===== src/hw/ooo_macros.svh =====
`ifndef OOO_MACROS_SVH
`define OOO_MACROS_SVH

// datapath width.
`define OOO_XLEN 32

// slot 0 is the "no producer" tag, so one fewer slot is usable.
`define OOO_ROB_DEPTH 8

`define OOO_RS_DEPTH 2

`endif

===== src/hw/ooo_pkg.sv =====
`include "ooo_macros.svh"

package ooo_pkg;

    typedef enum logic [3:0] {
        OP_ADD  = 4'd0,
        OP_SUB  = 4'd1,
        OP_AND  = 4'd2,
        OP_OR   = 4'd3,
        OP_XOR  = 4'd4,
        OP_SLT  = 4'd5,
        OP_SLTU = 4'd6,
        OP_SLL  = 4'd7,
        OP_SRL  = 4'd8,
        OP_LUI  = 4'd9,  // result is the immediate as given.
        OP_BEQ  = 4'd10,
        OP_BNE  = 4'd11,
        OP_BLT  = 4'd12
    } alu_op_t;

    // 0 means the value is present.
    typedef logic [$clog2(`OOO_ROB_DEPTH)-1:0] rob_tag_t;

    typedef struct packed {
        logic [`OOO_XLEN-1:0] value;  // valid only when tag is 0.
        rob_tag_t             tag;
    } operand_t;

    typedef struct packed {
        alu_op_t              op;
        rob_tag_t             dest;
        operand_t             src1;
        operand_t             src2;
        logic [`OOO_XLEN-1:0] imm;
    } dispatch_t;

    function automatic logic is_branch(input alu_op_t op);
        return op inside {OP_BEQ, OP_BNE, OP_BLT};
    endfunction

endpackage


===== src/hw/cdb_if.sv =====
`timescale 1ns/100ps
`include "ooo_macros.svh"

interface cdb_if;

    logic                 valid;
    ooo_pkg::rob_tag_t    tag;
    logic [`OOO_XLEN-1:0] value;
    logic                 taken;  // branch outcome, value is 0 then.

    modport producer (
        output valid,
        output tag,
        output value,
        output taken
    );

    modport listener (
        input valid,
        input tag,
        input value,
        input taken
    );

endinterface


===== src/hw/ooo_core.sv =====
`timescale 1ns/100ps
`include "ooo_macros.svh"

module ooo_core (
    input  logic                 clk,
    input  logic                 rst,
    input  logic                 issue_req,
    output logic                 issue_ack,
    input  ooo_pkg::alu_op_t     issue_op,
    input  logic [4:0]           issue_rd,
    input  logic [4:0]           issue_rs1,
    input  logic [4:0]           issue_rs2,
    input  logic                 issue_use_imm,
    input  logic [`OOO_XLEN-1:0] issue_imm,
    output logic                 commit_valid,
    output ooo_pkg::rob_tag_t    commit_tag,
    output logic [4:0]           commit_rd,
    output logic [`OOO_XLEN-1:0] commit_value,
    output logic                 commit_branch,
    output logic                 commit_taken
);

    cdb_if cdb ();

    logic               rob_full;
    logic               rs_space;
    logic               is_lui;
    logic               is_br;
    logic               dispatch;
    logic [4:0]         dest_rd;
    ooo_pkg::rob_tag_t  alloc_tag;
    ooo_pkg::operand_t  rf1;
    ooo_pkg::operand_t  rf2;
    ooo_pkg::operand_t  fwd1;
    ooo_pkg::operand_t  fwd2;
    ooo_pkg::dispatch_t disp;

    assign is_lui   = (issue_op == ooo_pkg::OP_LUI);
    assign is_br    = ooo_pkg::is_branch(issue_op);
    assign dest_rd  = is_br ? 5'd0 : issue_rd;  // branches write no register.
    assign dispatch = issue_req && !issue_ack && !rob_full && (is_lui || rs_space);

    always_ff @(posedge clk) begin
        if (!rst) begin
            issue_ack <= 1'b0;
        end else if (dispatch) begin
            issue_ack <= 1'b1;
        end else if (!issue_req) begin
            issue_ack <= 1'b0;
        end
    end

    always_comb begin
        disp.op   = issue_op;
        disp.dest = alloc_tag;
        disp.src1 = (rf1.tag == '0) ? rf1 : fwd1;
        disp.src2 = (rf2.tag == '0) ? rf2 : fwd2;
        disp.imm  = issue_imm;
        if (issue_use_imm && !is_br) begin
            disp.src2.value = issue_imm;
            disp.src2.tag   = '0;
        end
    end

    reorder_buffer u_rob (
        .clk           (clk),
        .rst           (rst),
        .alloc         (dispatch),
        .alloc_op      (disp.op),
        .alloc_rd      (dest_rd),
        .alloc_imm     (disp.imm),
        .query1        (rf1.tag),
        .query2        (rf2.tag),
        .alloc_tag     (alloc_tag),
        .full          (rob_full),
        .fwd1          (fwd1),
        .fwd2          (fwd2),
        .commit_valid  (commit_valid),
        .commit_tag    (commit_tag),
        .commit_rd     (commit_rd),
        .commit_value  (commit_value),
        .commit_branch (commit_branch),
        .commit_taken  (commit_taken),
        .cdb           (cdb.listener)
    );

    rename_regfile u_regfile (
        .clk        (clk),
        .rst        (rst),
        .rs1        (issue_rs1),
        .rs2        (issue_rs2),
        .rename     (dispatch),
        .rename_rd  (dest_rd),
        .rename_tag (alloc_tag),
        .wr_en      (commit_valid),
        .wr_rd      (commit_rd),
        .wr_tag     (commit_tag),
        .wr_value   (commit_value),
        .rd1        (rf1),
        .rd2        (rf2)
    );

    // lui never enters the station.
    alu_station u_station (
        .clk     (clk),
        .rst     (rst),
        .accept  (dispatch && !is_lui),
        .entry   (disp),
        .space   (rs_space),
        .cdb_drv (cdb.producer),
        .cdb     (cdb.listener)
    );

endmodule


===== src/hw/alu_station.sv =====
`timescale 1ns/100ps
`include "ooo_macros.svh"

module alu_station (
    input  logic               clk,
    input  logic               rst,
    input  logic               accept,
    input  ooo_pkg::dispatch_t entry,
    output logic               space,
    cdb_if.producer            cdb_drv,
    cdb_if.listener            cdb
);

    localparam int DEPTH = `OOO_RS_DEPTH;
    localparam int IDX_W = (DEPTH > 1) ? $clog2(DEPTH) : 1;

    ooo_pkg::dispatch_t   ent     [DEPTH];
    logic [IDX_W-1:0]     ent_age [DEPTH];  // higher is older.
    logic [DEPTH-1:0]     ent_valid;
    logic [IDX_W-1:0]     sel;
    logic                 sel_found;
    logic [IDX_W-1:0]     free_idx;
    logic [`OOO_XLEN-1:0] a;
    logic [`OOO_XLEN-1:0] b;
    logic [`OOO_XLEN-1:0] alu_out;
    logic                 cond;

    always_comb begin
        sel_found = 1'b0;
        sel       = '0;
        space     = 1'b0;
        free_idx  = '0;
        for (int i = 0; i < DEPTH; i++) begin
            if (ent_valid[i] && ent[i].src1.tag == '0 && ent[i].src2.tag == '0 &&
                (!sel_found || ent_age[i] > ent_age[sel])) begin
                sel_found = 1'b1;
                sel       = IDX_W'(i);
            end
            if (!ent_valid[i] && !space) begin
                space    = 1'b1;
                free_idx = IDX_W'(i);
            end
        end
    end

    always_comb begin
        a       = ent[sel].src1.value;
        b       = ent[sel].src2.value;
        alu_out = '0;
        cond    = 1'b0;
        case (ent[sel].op)
            ooo_pkg::OP_ADD:  alu_out = a + b;
            ooo_pkg::OP_SUB:  alu_out = a - b;
            ooo_pkg::OP_AND:  alu_out = a & b;
            ooo_pkg::OP_OR:   alu_out = a | b;
            ooo_pkg::OP_XOR:  alu_out = a ^ b;
            ooo_pkg::OP_SLT:  alu_out = `OOO_XLEN'($signed(a) < $signed(b));
            ooo_pkg::OP_SLTU: alu_out = `OOO_XLEN'(a < b);
            ooo_pkg::OP_SLL:  alu_out = a << b[4:0];
            ooo_pkg::OP_SRL:  alu_out = a >> b[4:0];
            ooo_pkg::OP_BEQ:  cond = (a == b);
            ooo_pkg::OP_BNE:  cond = (a != b);
            ooo_pkg::OP_BLT:  cond = ($signed(a) < $signed(b));
            default:          alu_out = '0;
        endcase
    end

    always_ff @(posedge clk) begin
        if (!rst) begin
            ent_valid     <= '0;
            cdb_drv.valid <= 1'b0;
        end else begin
            if (sel_found) begin
                ent_valid[sel] <= 1'b0;  // freed as it issues.
            end
            if (accept) begin
                ent_valid[free_idx] <= 1'b1;
            end
            cdb_drv.valid <= sel_found;
        end
    end

    always_ff @(posedge clk) begin
        for (int i = 0; i < DEPTH; i++) begin
            if (cdb.valid && ent[i].src1.tag != '0 && ent[i].src1.tag == cdb.tag) begin
                ent[i].src1.value <= cdb.value;
                ent[i].src1.tag   <= '0;
            end
            if (cdb.valid && ent[i].src2.tag != '0 && ent[i].src2.tag == cdb.tag) begin
                ent[i].src2.value <= cdb.value;
                ent[i].src2.tag   <= '0;
            end
            if (accept && ent_valid[i] && ent_age[i] != IDX_W'(DEPTH - 1)) begin
                ent_age[i] <= ent_age[i] + 1'b1;
            end
        end
        if (accept) begin
            ent[free_idx]     <= entry;
            ent_age[free_idx] <= '0;
        end
        cdb_drv.tag   <= ent[sel].dest;
        cdb_drv.value <= ooo_pkg::is_branch(ent[sel].op) ? '0 : alu_out;
        cdb_drv.taken <= ooo_pkg::is_branch(ent[sel].op) && cond;
    end

endmodule


===== src/hw/rename_regfile.sv =====
`timescale 1ns/100ps
`include "ooo_macros.svh"

module rename_regfile (
    input  logic                 clk,
    input  logic                 rst,
    input  logic [4:0]           rs1,
    input  logic [4:0]           rs2,
    input  logic                 rename,
    input  logic [4:0]           rename_rd,
    input  ooo_pkg::rob_tag_t    rename_tag,
    input  logic                 wr_en,
    input  logic [4:0]           wr_rd,
    input  ooo_pkg::rob_tag_t    wr_tag,
    input  logic [`OOO_XLEN-1:0] wr_value,
    output ooo_pkg::operand_t    rd1,
    output ooo_pkg::operand_t    rd2
);

    logic [`OOO_XLEN-1:0] regs [32];
    ooo_pkg::rob_tag_t    tags [32];

    always_comb begin
        rd1.value = regs[rs1];
        rd1.tag   = tags[rs1];
        rd2.value = regs[rs2];
        rd2.tag   = tags[rs2];
        if (rs1 == 5'd0) begin
            rd1.value = '0;
            rd1.tag   = '0;
        end
        if (rs2 == 5'd0) begin
            rd2.value = '0;
            rd2.tag   = '0;
        end
    end

    // architectural state starts at zero.
    always_ff @(posedge clk) begin
        if (!rst) begin
            for (int i = 0; i < 32; i++) begin
                regs[i] <= '0;
                tags[i] <= '0;
            end
        end else begin
            if (wr_en && wr_rd != 5'd0) begin
                regs[wr_rd] <= wr_value;
                if (tags[wr_rd] == wr_tag) begin
                    tags[wr_rd] <= '0;  // only the newest producer clears it.
                end
            end
            if (rename && rename_rd != 5'd0) begin
                tags[rename_rd] <= rename_tag;  // overrides a same-cycle clear.
            end
        end
    end

endmodule


===== src/hw/reorder_buffer.sv =====
`timescale 1ns/100ps
`include "ooo_macros.svh"

module reorder_buffer (
    input  logic                 clk,
    input  logic                 rst,
    input  logic                 alloc,
    input  ooo_pkg::alu_op_t     alloc_op,
    input  logic [4:0]           alloc_rd,
    input  logic [`OOO_XLEN-1:0] alloc_imm,
    input  ooo_pkg::rob_tag_t    query1,
    input  ooo_pkg::rob_tag_t    query2,
    output ooo_pkg::rob_tag_t    alloc_tag,
    output logic                 full,
    output ooo_pkg::operand_t    fwd1,
    output ooo_pkg::operand_t    fwd2,
    output logic                 commit_valid,
    output ooo_pkg::rob_tag_t    commit_tag,
    output logic [4:0]           commit_rd,
    output logic [`OOO_XLEN-1:0] commit_value,
    output logic                 commit_branch,
    output logic                 commit_taken,
    cdb_if.listener              cdb
);

    localparam int DEPTH = `OOO_ROB_DEPTH;

    ooo_pkg::alu_op_t     slot_op    [DEPTH];
    logic [4:0]           slot_rd    [DEPTH];
    logic [`OOO_XLEN-1:0] slot_value [DEPTH];
    logic                 slot_taken [DEPTH];
    logic [DEPTH-1:0]     slot_done;

    ooo_pkg::rob_tag_t head;
    ooo_pkg::rob_tag_t tail;
    ooo_pkg::rob_tag_t count;
    logic              retire;

    // tags run 1 .. DEPTH-1 and wrap back to 1.
    function automatic ooo_pkg::rob_tag_t next_tag(input ooo_pkg::rob_tag_t t);
        if (t == ooo_pkg::rob_tag_t'(DEPTH - 1)) begin
            return ooo_pkg::rob_tag_t'(1);
        end
        return t + ooo_pkg::rob_tag_t'(1);
    endfunction

    // done slot first, then a result on the bus this cycle.
    function automatic ooo_pkg::operand_t resolve(input ooo_pkg::rob_tag_t q);
        ooo_pkg::operand_t r;
        r.value = '0;
        r.tag   = q;
        if (q != '0) begin
            if (slot_done[q]) begin
                r.value = slot_value[q];
                r.tag   = '0;
            end else if (cdb.valid && cdb.tag == q) begin
                r.value = cdb.value;
                r.tag   = '0;
            end
        end
        return r;
    endfunction

    assign alloc_tag = tail;
    assign full      = (count == ooo_pkg::rob_tag_t'(DEPTH - 1));
    assign retire    = (count != '0) && slot_done[head];

    always_comb begin
        fwd1 = resolve(query1);
        fwd2 = resolve(query2);
    end

    always_ff @(posedge clk) begin
        if (!rst) begin
            head         <= ooo_pkg::rob_tag_t'(1);
            tail         <= ooo_pkg::rob_tag_t'(1);
            count        <= '0;
            slot_done    <= '0;
            commit_valid <= 1'b0;
        end else begin
            if (cdb.valid) begin
                slot_done[cdb.tag] <= 1'b1;
            end
            if (alloc) begin
                slot_done[tail] <= (alloc_op == ooo_pkg::OP_LUI);  // lui finishes at dispatch.
                tail            <= next_tag(tail);
            end
            if (retire) begin
                head <= next_tag(head);
            end
            count        <= count + ooo_pkg::rob_tag_t'(alloc) - ooo_pkg::rob_tag_t'(retire);
            commit_valid <= retire;
        end
    end

    always_ff @(posedge clk) begin
        if (cdb.valid) begin
            slot_value[cdb.tag] <= cdb.value;
            slot_taken[cdb.tag] <= cdb.taken;
        end
        if (alloc) begin
            slot_op[tail]    <= alloc_op;
            slot_rd[tail]    <= alloc_rd;
            slot_value[tail] <= alloc_imm;
            slot_taken[tail] <= 1'b0;
        end
        if (retire) begin
            commit_tag    <= head;
            commit_rd     <= slot_rd[head];
            commit_value  <= slot_value[head];
            commit_branch <= ooo_pkg::is_branch(slot_op[head]);
            commit_taken  <= slot_taken[head];
        end
    end

endmodule


===== config.mk =====
export PLATFORM = sky130hd
export DESIGN_NAME = ooo_core
export DESIGN_NICKNAME = d
export VERILOG_FILES = /design/src/hw/ooo_pkg.sv /design/src/hw/cdb_if.sv /design/src/hw/ooo_core.sv /design/src/hw/alu_station.sv /design/src/hw/rename_regfile.sv /design/src/hw/reorder_buffer.sv
export VERILOG_INCLUDE_DIRS = /design/src /design/src/hw
export SDC_FILE = /design/constraint.sdc
export NUM_CORES = 2
export LEC_CHECK = 0
export ABC_AREA = 1
export BUFFER_PORTS_ARGS = -buffer_cell sky130_fd_sc_hd__buf_4
export CAP_MARGIN = 10
export CORE_MARGIN = 4
export CORE_UTILIZATION = 40
export CTS_CLUSTER_SIZE = 14
export DETAILED_ROUTE_END_ITERATION = 6
export GPL_TIMING_DRIVEN = 0
export MAX_ROUTING_LAYER = met4
export PLACE_DENSITY = 0.62
export REMOVE_ABC_BUFFERS = 1
export SLEW_MARGIN = 30
export SYNTH_ARGS = -nofsm -noshare
export SYNTH_HDL_FRONTEND = slang
export SYNTH_SLANG_ARGS = --single-unit

===== constraint.sdc =====
create_clock -name clk -period 10.9 [get_ports clk]
set_input_delay 1.635 -clock clk [delete_from_list [all_inputs] [get_ports clk]]
set_output_delay 1.635 -clock clk [all_outputs]
set_load 0.005 [all_outputs]

# Word level (Yosys, flattened, before mapping)
# Memories as Yosys holds them, arrays and structs flattened. A register that Yosys moved wholly into a read port is not among the register bits.
# Cells that the tools add are included.
# totals
reg_bits	62
ramBits	1676
input_bits	55
output_inout_bits	44
word_cells	247
mem_count	8
# memory_table
name	words	width	read_ports	rd_clocked_by_memory_dff	wr	line	source
u_regfile.regs	32	32	2	0	32	rename_regfile.sv:20	logic [`OOO_XLEN-1:0] regs [32];
u_rob.slot_value	8	32	3	1	2	reorder_buffer.sv:30	logic [`OOO_XLEN-1:0] slot_value [DEPTH];
u_station.ent	2	109	3	0	3	alu_station.sv:17	ooo_pkg::dispatch_t ent [DEPTH];
u_regfile.tags	32	3	3	0	32	rename_regfile.sv:21	ooo_pkg::rob_tag_t tags [32];
u_rob.slot_rd	8	5	1	1	1	reorder_buffer.sv:29	logic [4:0] slot_rd [DEPTH];
u_rob.slot_op	8	4	1	1	1	reorder_buffer.sv:28	ooo_pkg::alu_op_t slot_op [DEPTH];
2 more memories	-	-	-	-	-	-	
# classes
addsub	8
magnitude_cmp	14
n_eq_ne	31
shift	2
mux	96
n_bitwise	9
n_reduce_logical	66
# op_table
op	count
$mux W35	11
$pmux W32 S9	1
$lt A32 B32 Y1	2
$mux W1	56
$eq A4 B4 Y1 const B	11
$logic_and A1 B1 Y1	33
$add A32 B32 Y32	1
$and A32 B32 Y32	1
$eq A32 B32 Y1	1
$mux W32	1
$ne A32 B32 Y1	1
$or A32 B32 Y32	1
$reduce_or A32 Y1	1
$shl A32 B5 Y32	1
$shr A32 B5 Y32	1
$sub A32 B32 Y32	1
$xor A32 B32 Y32	1
$reduce_bool A3 Y1	10
$mux W3	8
$mux W8	3
$eq A3 B3 Y1	7
$lt A3 B4 Y1 const B	5
$mux W5	4
$logic_not A3 Y1	6
other kinds (31)	58

# Logic depth before layout (Yosys ltp)
# An unclocked memory read counts as a cell.
# logic_depth
ltp_word	19
ltp_mapped	30
ltp_nobuf	27

# Hierarchy
# Synthesis repeated with hierarchy kept, for this count alone.
# unflattened
hier_cells	13448
area_unflattened_um2	104049.8
# modules_own_cells
module	n_inst	cells_each	area_per_inst_um2	seq_area_each_um2
rename_regfile	1	7127	60729.5	33632.3
reorder_buffer	1	3387	24845.1	11691.2
alu_station	1	2569	16953.8	5445.2
ooo_core	1	365	1521.5	20.0

# Worst setup path before layout
# Ideal clock, no wire load.
# synth_timing
kind	reg2reg
start	register u_station.cdb_drv.tag[2], read port of u_station.ent
end	memory u_station.ent[1][100] (netlist name) (enable)
setup_ns	0.525
t_arrival_ns	4.483
required_time_ns	10.375
path_slack_ns	5.892
path_stages_with_launch	4
path_buffers	1
path_cell_list	dfxtp_1 buf_1 xor2_1 o41ai_1
# synth_rtl
element	line	source
start, declared	cdb_if.sv:13	output tag,
end, declared	alu_station.sv:17	

==> results.json <==
{
  "status": "complete, no violations",
  "drt_iter0_drc": 16530,
  "antenna_left": 0,
  "htree_levels": 4,
  "cts_tree": "built",
  "area_delta_synth_final_pct": 12.32,
  "cp-start-kind": "input port",
  "antenna_found_initial": 14,
  "hp-class": "reg2reg",
  "gr-total-overflow": 0,
  "ctsResizeCount": 0,
  "switching_share_pct": 35.95,
  "seq_power_share_pct": 41.0,
  "die_w_um": 515.0,
  "fin_skew_ns": 0.07693,
  "core_um2": 254900,
  "syn_avg_cell_area_um2": 7.897,
  "ys.flop_type": "edfxtp_1",
  "rsz0062_at_grt": "no",
  "final_cell_area_um2": 115500,
  "via_per_inst": 6.351,
  "ios": 99,
  "grt_first_pass_wirelength_um": 641600,
  "cts_root_buffer": "clkbuf_16",
  "slew_headroom_pct": 30.58,
  "wl_met1_um": 164900,
  "hold_violations": 0,
  "grt_pass1_vias": 92630,
  "p_per_area_nw_per_um2": 172.5,
  "internal_power_w": 0.01276,
  "grt_max_degree": 128,
  "synth_async_sr_flop_share_pct": 0,
  "rr_worst_depth": 27,
  "path_class": "in2reg",
  "n_fill_cell": 24430,
  "p_comb_share_pct": 26.5,
  "dpl-instance-area_um2": 109300,
  "routedWlPerCell_um": 28.44,
  "setup_viol": 0,
  "ys_types": 60,
  "seq_area_frac_synth_pct": 49.40,
  "finalCritPeriodShare_pct": 63.16,
  "worst_skew_pair.late_latency_ns": 0.91,
  "maxUsedRoutingLayer": "met4",
  "min_delay_path_depth": 2,
  "clock.fmax_ghz": 0.1452,
  "ctsHoldBuffers": 0,
  "cts_num_sinks": 1715,
  "chipHeight_um": 515.0,
  "ir_drop_mv": 0.1876,
  "wl_met3_um": 65440,
  "cp.required_ns": 11.49,
  "nets": 12570,
  "syn_area_um2": 102800,
  "cts_buffers": 186,
  "clk_pin_slew_ns": 0.07,
  "min_period_ns": 6.885,
  "dr.pass1.iters": 7,
  "synth_edf_count": 1644,
  "crit_arrival_ns": 7.47,
  "synth_cells": 13020,
  "crit_fanout": 99,
  "synth_warnings": 0,
  "tightestPinTransition_ns": 1.037,
  "slew_viol_final": 0,
  "routed_wl_um": 453300,
  "dieArea_um2": 265200,
  "switchingPower_w": 0.007162,
  "synth-seq-cells": 1715,
  "vias": 101200,
  "drv_cap": 0,
  "cp-end-kind": "flip-flop",
  "rows": 185,
  "power_w": 0.01992,
  "post_cts_buffers": 0,
  "track_usage_pct": 33.70,
  "clkPwrFrac_pct": 32.5,
  "cts.path.max_buffers": 3,
  "drc": 0,
  "dp_hpwl_um": 285000,
  "layout-drive-gt1-share_pct": 6.639,
  "start_util_pct": 40.34,
  "io_buffers": 98,
  "final_util_pct": 45.31,
  "p_leak_nw": 45.22,
  "gp_congestion": 1.019,
  "met2_length_um": 192700
}
==> layout make-up <==
class / instances / area (µm²) / share of cell area [%]
Inverter: 698 / 2746 / 2.379
Clock buffer: 251 / 5062 / 4.384
Sequential cell: 1715 / 50800 / 43.99
Timing Repair Buffer: 327 / 5863 / 5.078
Antenna cell: 14 / 35.03 / 0.03034
Tap cell: 3366 / 4212 / 3.647
Multi-Input combinational cell: 9476 / 45750 / 39.62
Clock inverter: 95 / 1005 / 0.8701
==> stage by stage <==
stage	instances	setup WS, ns	TNS [ns]	hold slack [ns]
detailed placement	15580	3.555	0	0.4358
CTS	15930	4.464	0	0.4526
finish	15940	4.015	0	0.4585
floorplan	11890	-0.7045	-42.58	0.4119
global route	15940	3.997	0	0.4880
global placement	15350	-20.95	-3616.00	0.4320
==> per-layer routing <==
metal | vias up | global-route usage, %
li1 | 43830 | -
met1 | 47640 | 41.78
met2 | 7890 | 48.58
met3 | 1884 | 10.54
met4 | 0 | 19.14
met5 | - | -
==> layout by cell type, fill, tap and decap left out, drive strengths merged, types with 5 or more instances in the layout <==
cell type and count:
o21a 29, a21oi 306, o2111ai 8, o21bai 38, o22ai 557, xnor2 5
or2 26, dfxtp 71, conb 35, a22oi 49, nor3 48, a221oi 37
o21ai 1927, a31oi 64, nor2 2710, a21o 7, nand3 992, clkinvlp 6
nor3b 12, clkbuf 251, edfxtp 1644, o211ai 101, xor2 15, diode 14
buf 327, nand2 2081, clkinv 85, o32ai 13, o221ai 86, nand4 199
ha 103, inv 688, bufinv 14
==> cell families after synthesis <==
| family | synth area share, % |
|---|---|
| simple gates | 24.22 |
| compound gates | 17.65 |
| buf+inv | 7.239 |
| flops | 49.40 |
| fa+ha+maj | 1.312 |
| xor+xnor | 0.1704 |
| other cells | 0.003648 |
==> power by group through the flow <==
| stage | sequential [W] | clock [W] | combinational [W] |
|---|---|---|---|
| after global routing | 0.00819 | 0.00674 | 0.00563 |
| final | 0.00817 | 0.00647 | 0.00528 |
| after detailed placement | 0.00827 | 0 | 0.00507 |
| after floorplan | 0.00810 | 0 | 0.00286 |
| after CTS | 0.00813 | 0.00646 | 0.00509 |
| after global placement | 0.00838 | 0 | 0.00480 |
==> cells in the mapped netlist (all sizes together), types with 8 or more instances <==
library cell | instances | share of area (%)
o22ai | 557 | 3.4
edfxtp | 1644 | 48
nand4 | 199 | 1.2
ha | 103 | 1.3
buf | 338 | 1.7
o2111ai | 8 | 0.068
o32ai | 13 | 0.11
nand3 | 992 | 4.9
o21a | 29 | 0.21
a221oi | 37 | 0.32
clkbuf | 825 | 3.0
nor3 | 48 | 0.27
o211ai | 101 | 0.74
or2 | 26 | 0.16
nor2 | 2710 | 9.9
a22oi | 49 | 0.36
o21bai | 38 | 0.29
xor2 | 15 | 0.13
o221ai | 86 | 0.73
nand2 | 2081 | 7.6
nor3b | 12 | 0.088
a31oi | 64 | 0.39
dfxtp | 71 | 1.4
inv | 691 | 2.5
a21oi | 306 | 1.5
o21ai | 1927 | 9.4
==> sequential cells by signal (all words and copies together), names as in the netlist, 5 cells and up, named ones only <==
| name | cells |
|---|---|
| u_rob.commit_value | 32 |
| u_station.cdb_drv.value | 32 |
| u_rob.slot_done | 8 |
| u_rob.slot_op | 32 |
| u_rob.commit_rd | 5 |
| u_regfile.regs | 1024 |
| u_rob.slot_value | 256 |
| u_rob.slot_taken | 8 |
| u_rob.slot_rd | 40 |
| u_regfile.tags | 96 |
| u_station.ent | 154 |
==> critical path, stage by stage <==
cell,delay [ns]
buf_8,0.30
buf_16,0.36
inv_8,0.31
buf_16,0.33
buf_16,0.29
nand3_4,0.19
buf_12,0.24
nand3_4,0.39
inv_2,0.90
nand3_1,0.15
nand3_1,0.16
nand2_4,0.37
inv_2,0.91
nand2_1,0.18
nand3_1,0.12
nand2_1,0.08
nand2_1,0.10
nand2_1,0.05
==> worst paths after layout <==
check	slack, ns	to	startpoint
worst max register to register	4.60	u_station.cdb_drv.value[28]$_SDFF_PP0_	u_station.ent[1][69]$_SDFFCE_PN0P_
worst min-delay path	0.46	u_station.cdb_drv.tag[1]$_DFF_P_	u_station.ent[0][103]$_DFFE_PP_
worst max-delay path	4.02	u_station.ent[0][93]$_DFFE_PP_	issue_rs1[0]
worst min register to register	0.46	u_station.cdb_drv.tag[1]$_DFF_P_	u_station.ent[0][103]$_DFFE_PP_
No activity file was read; power rests on OpenSTA's default activity.
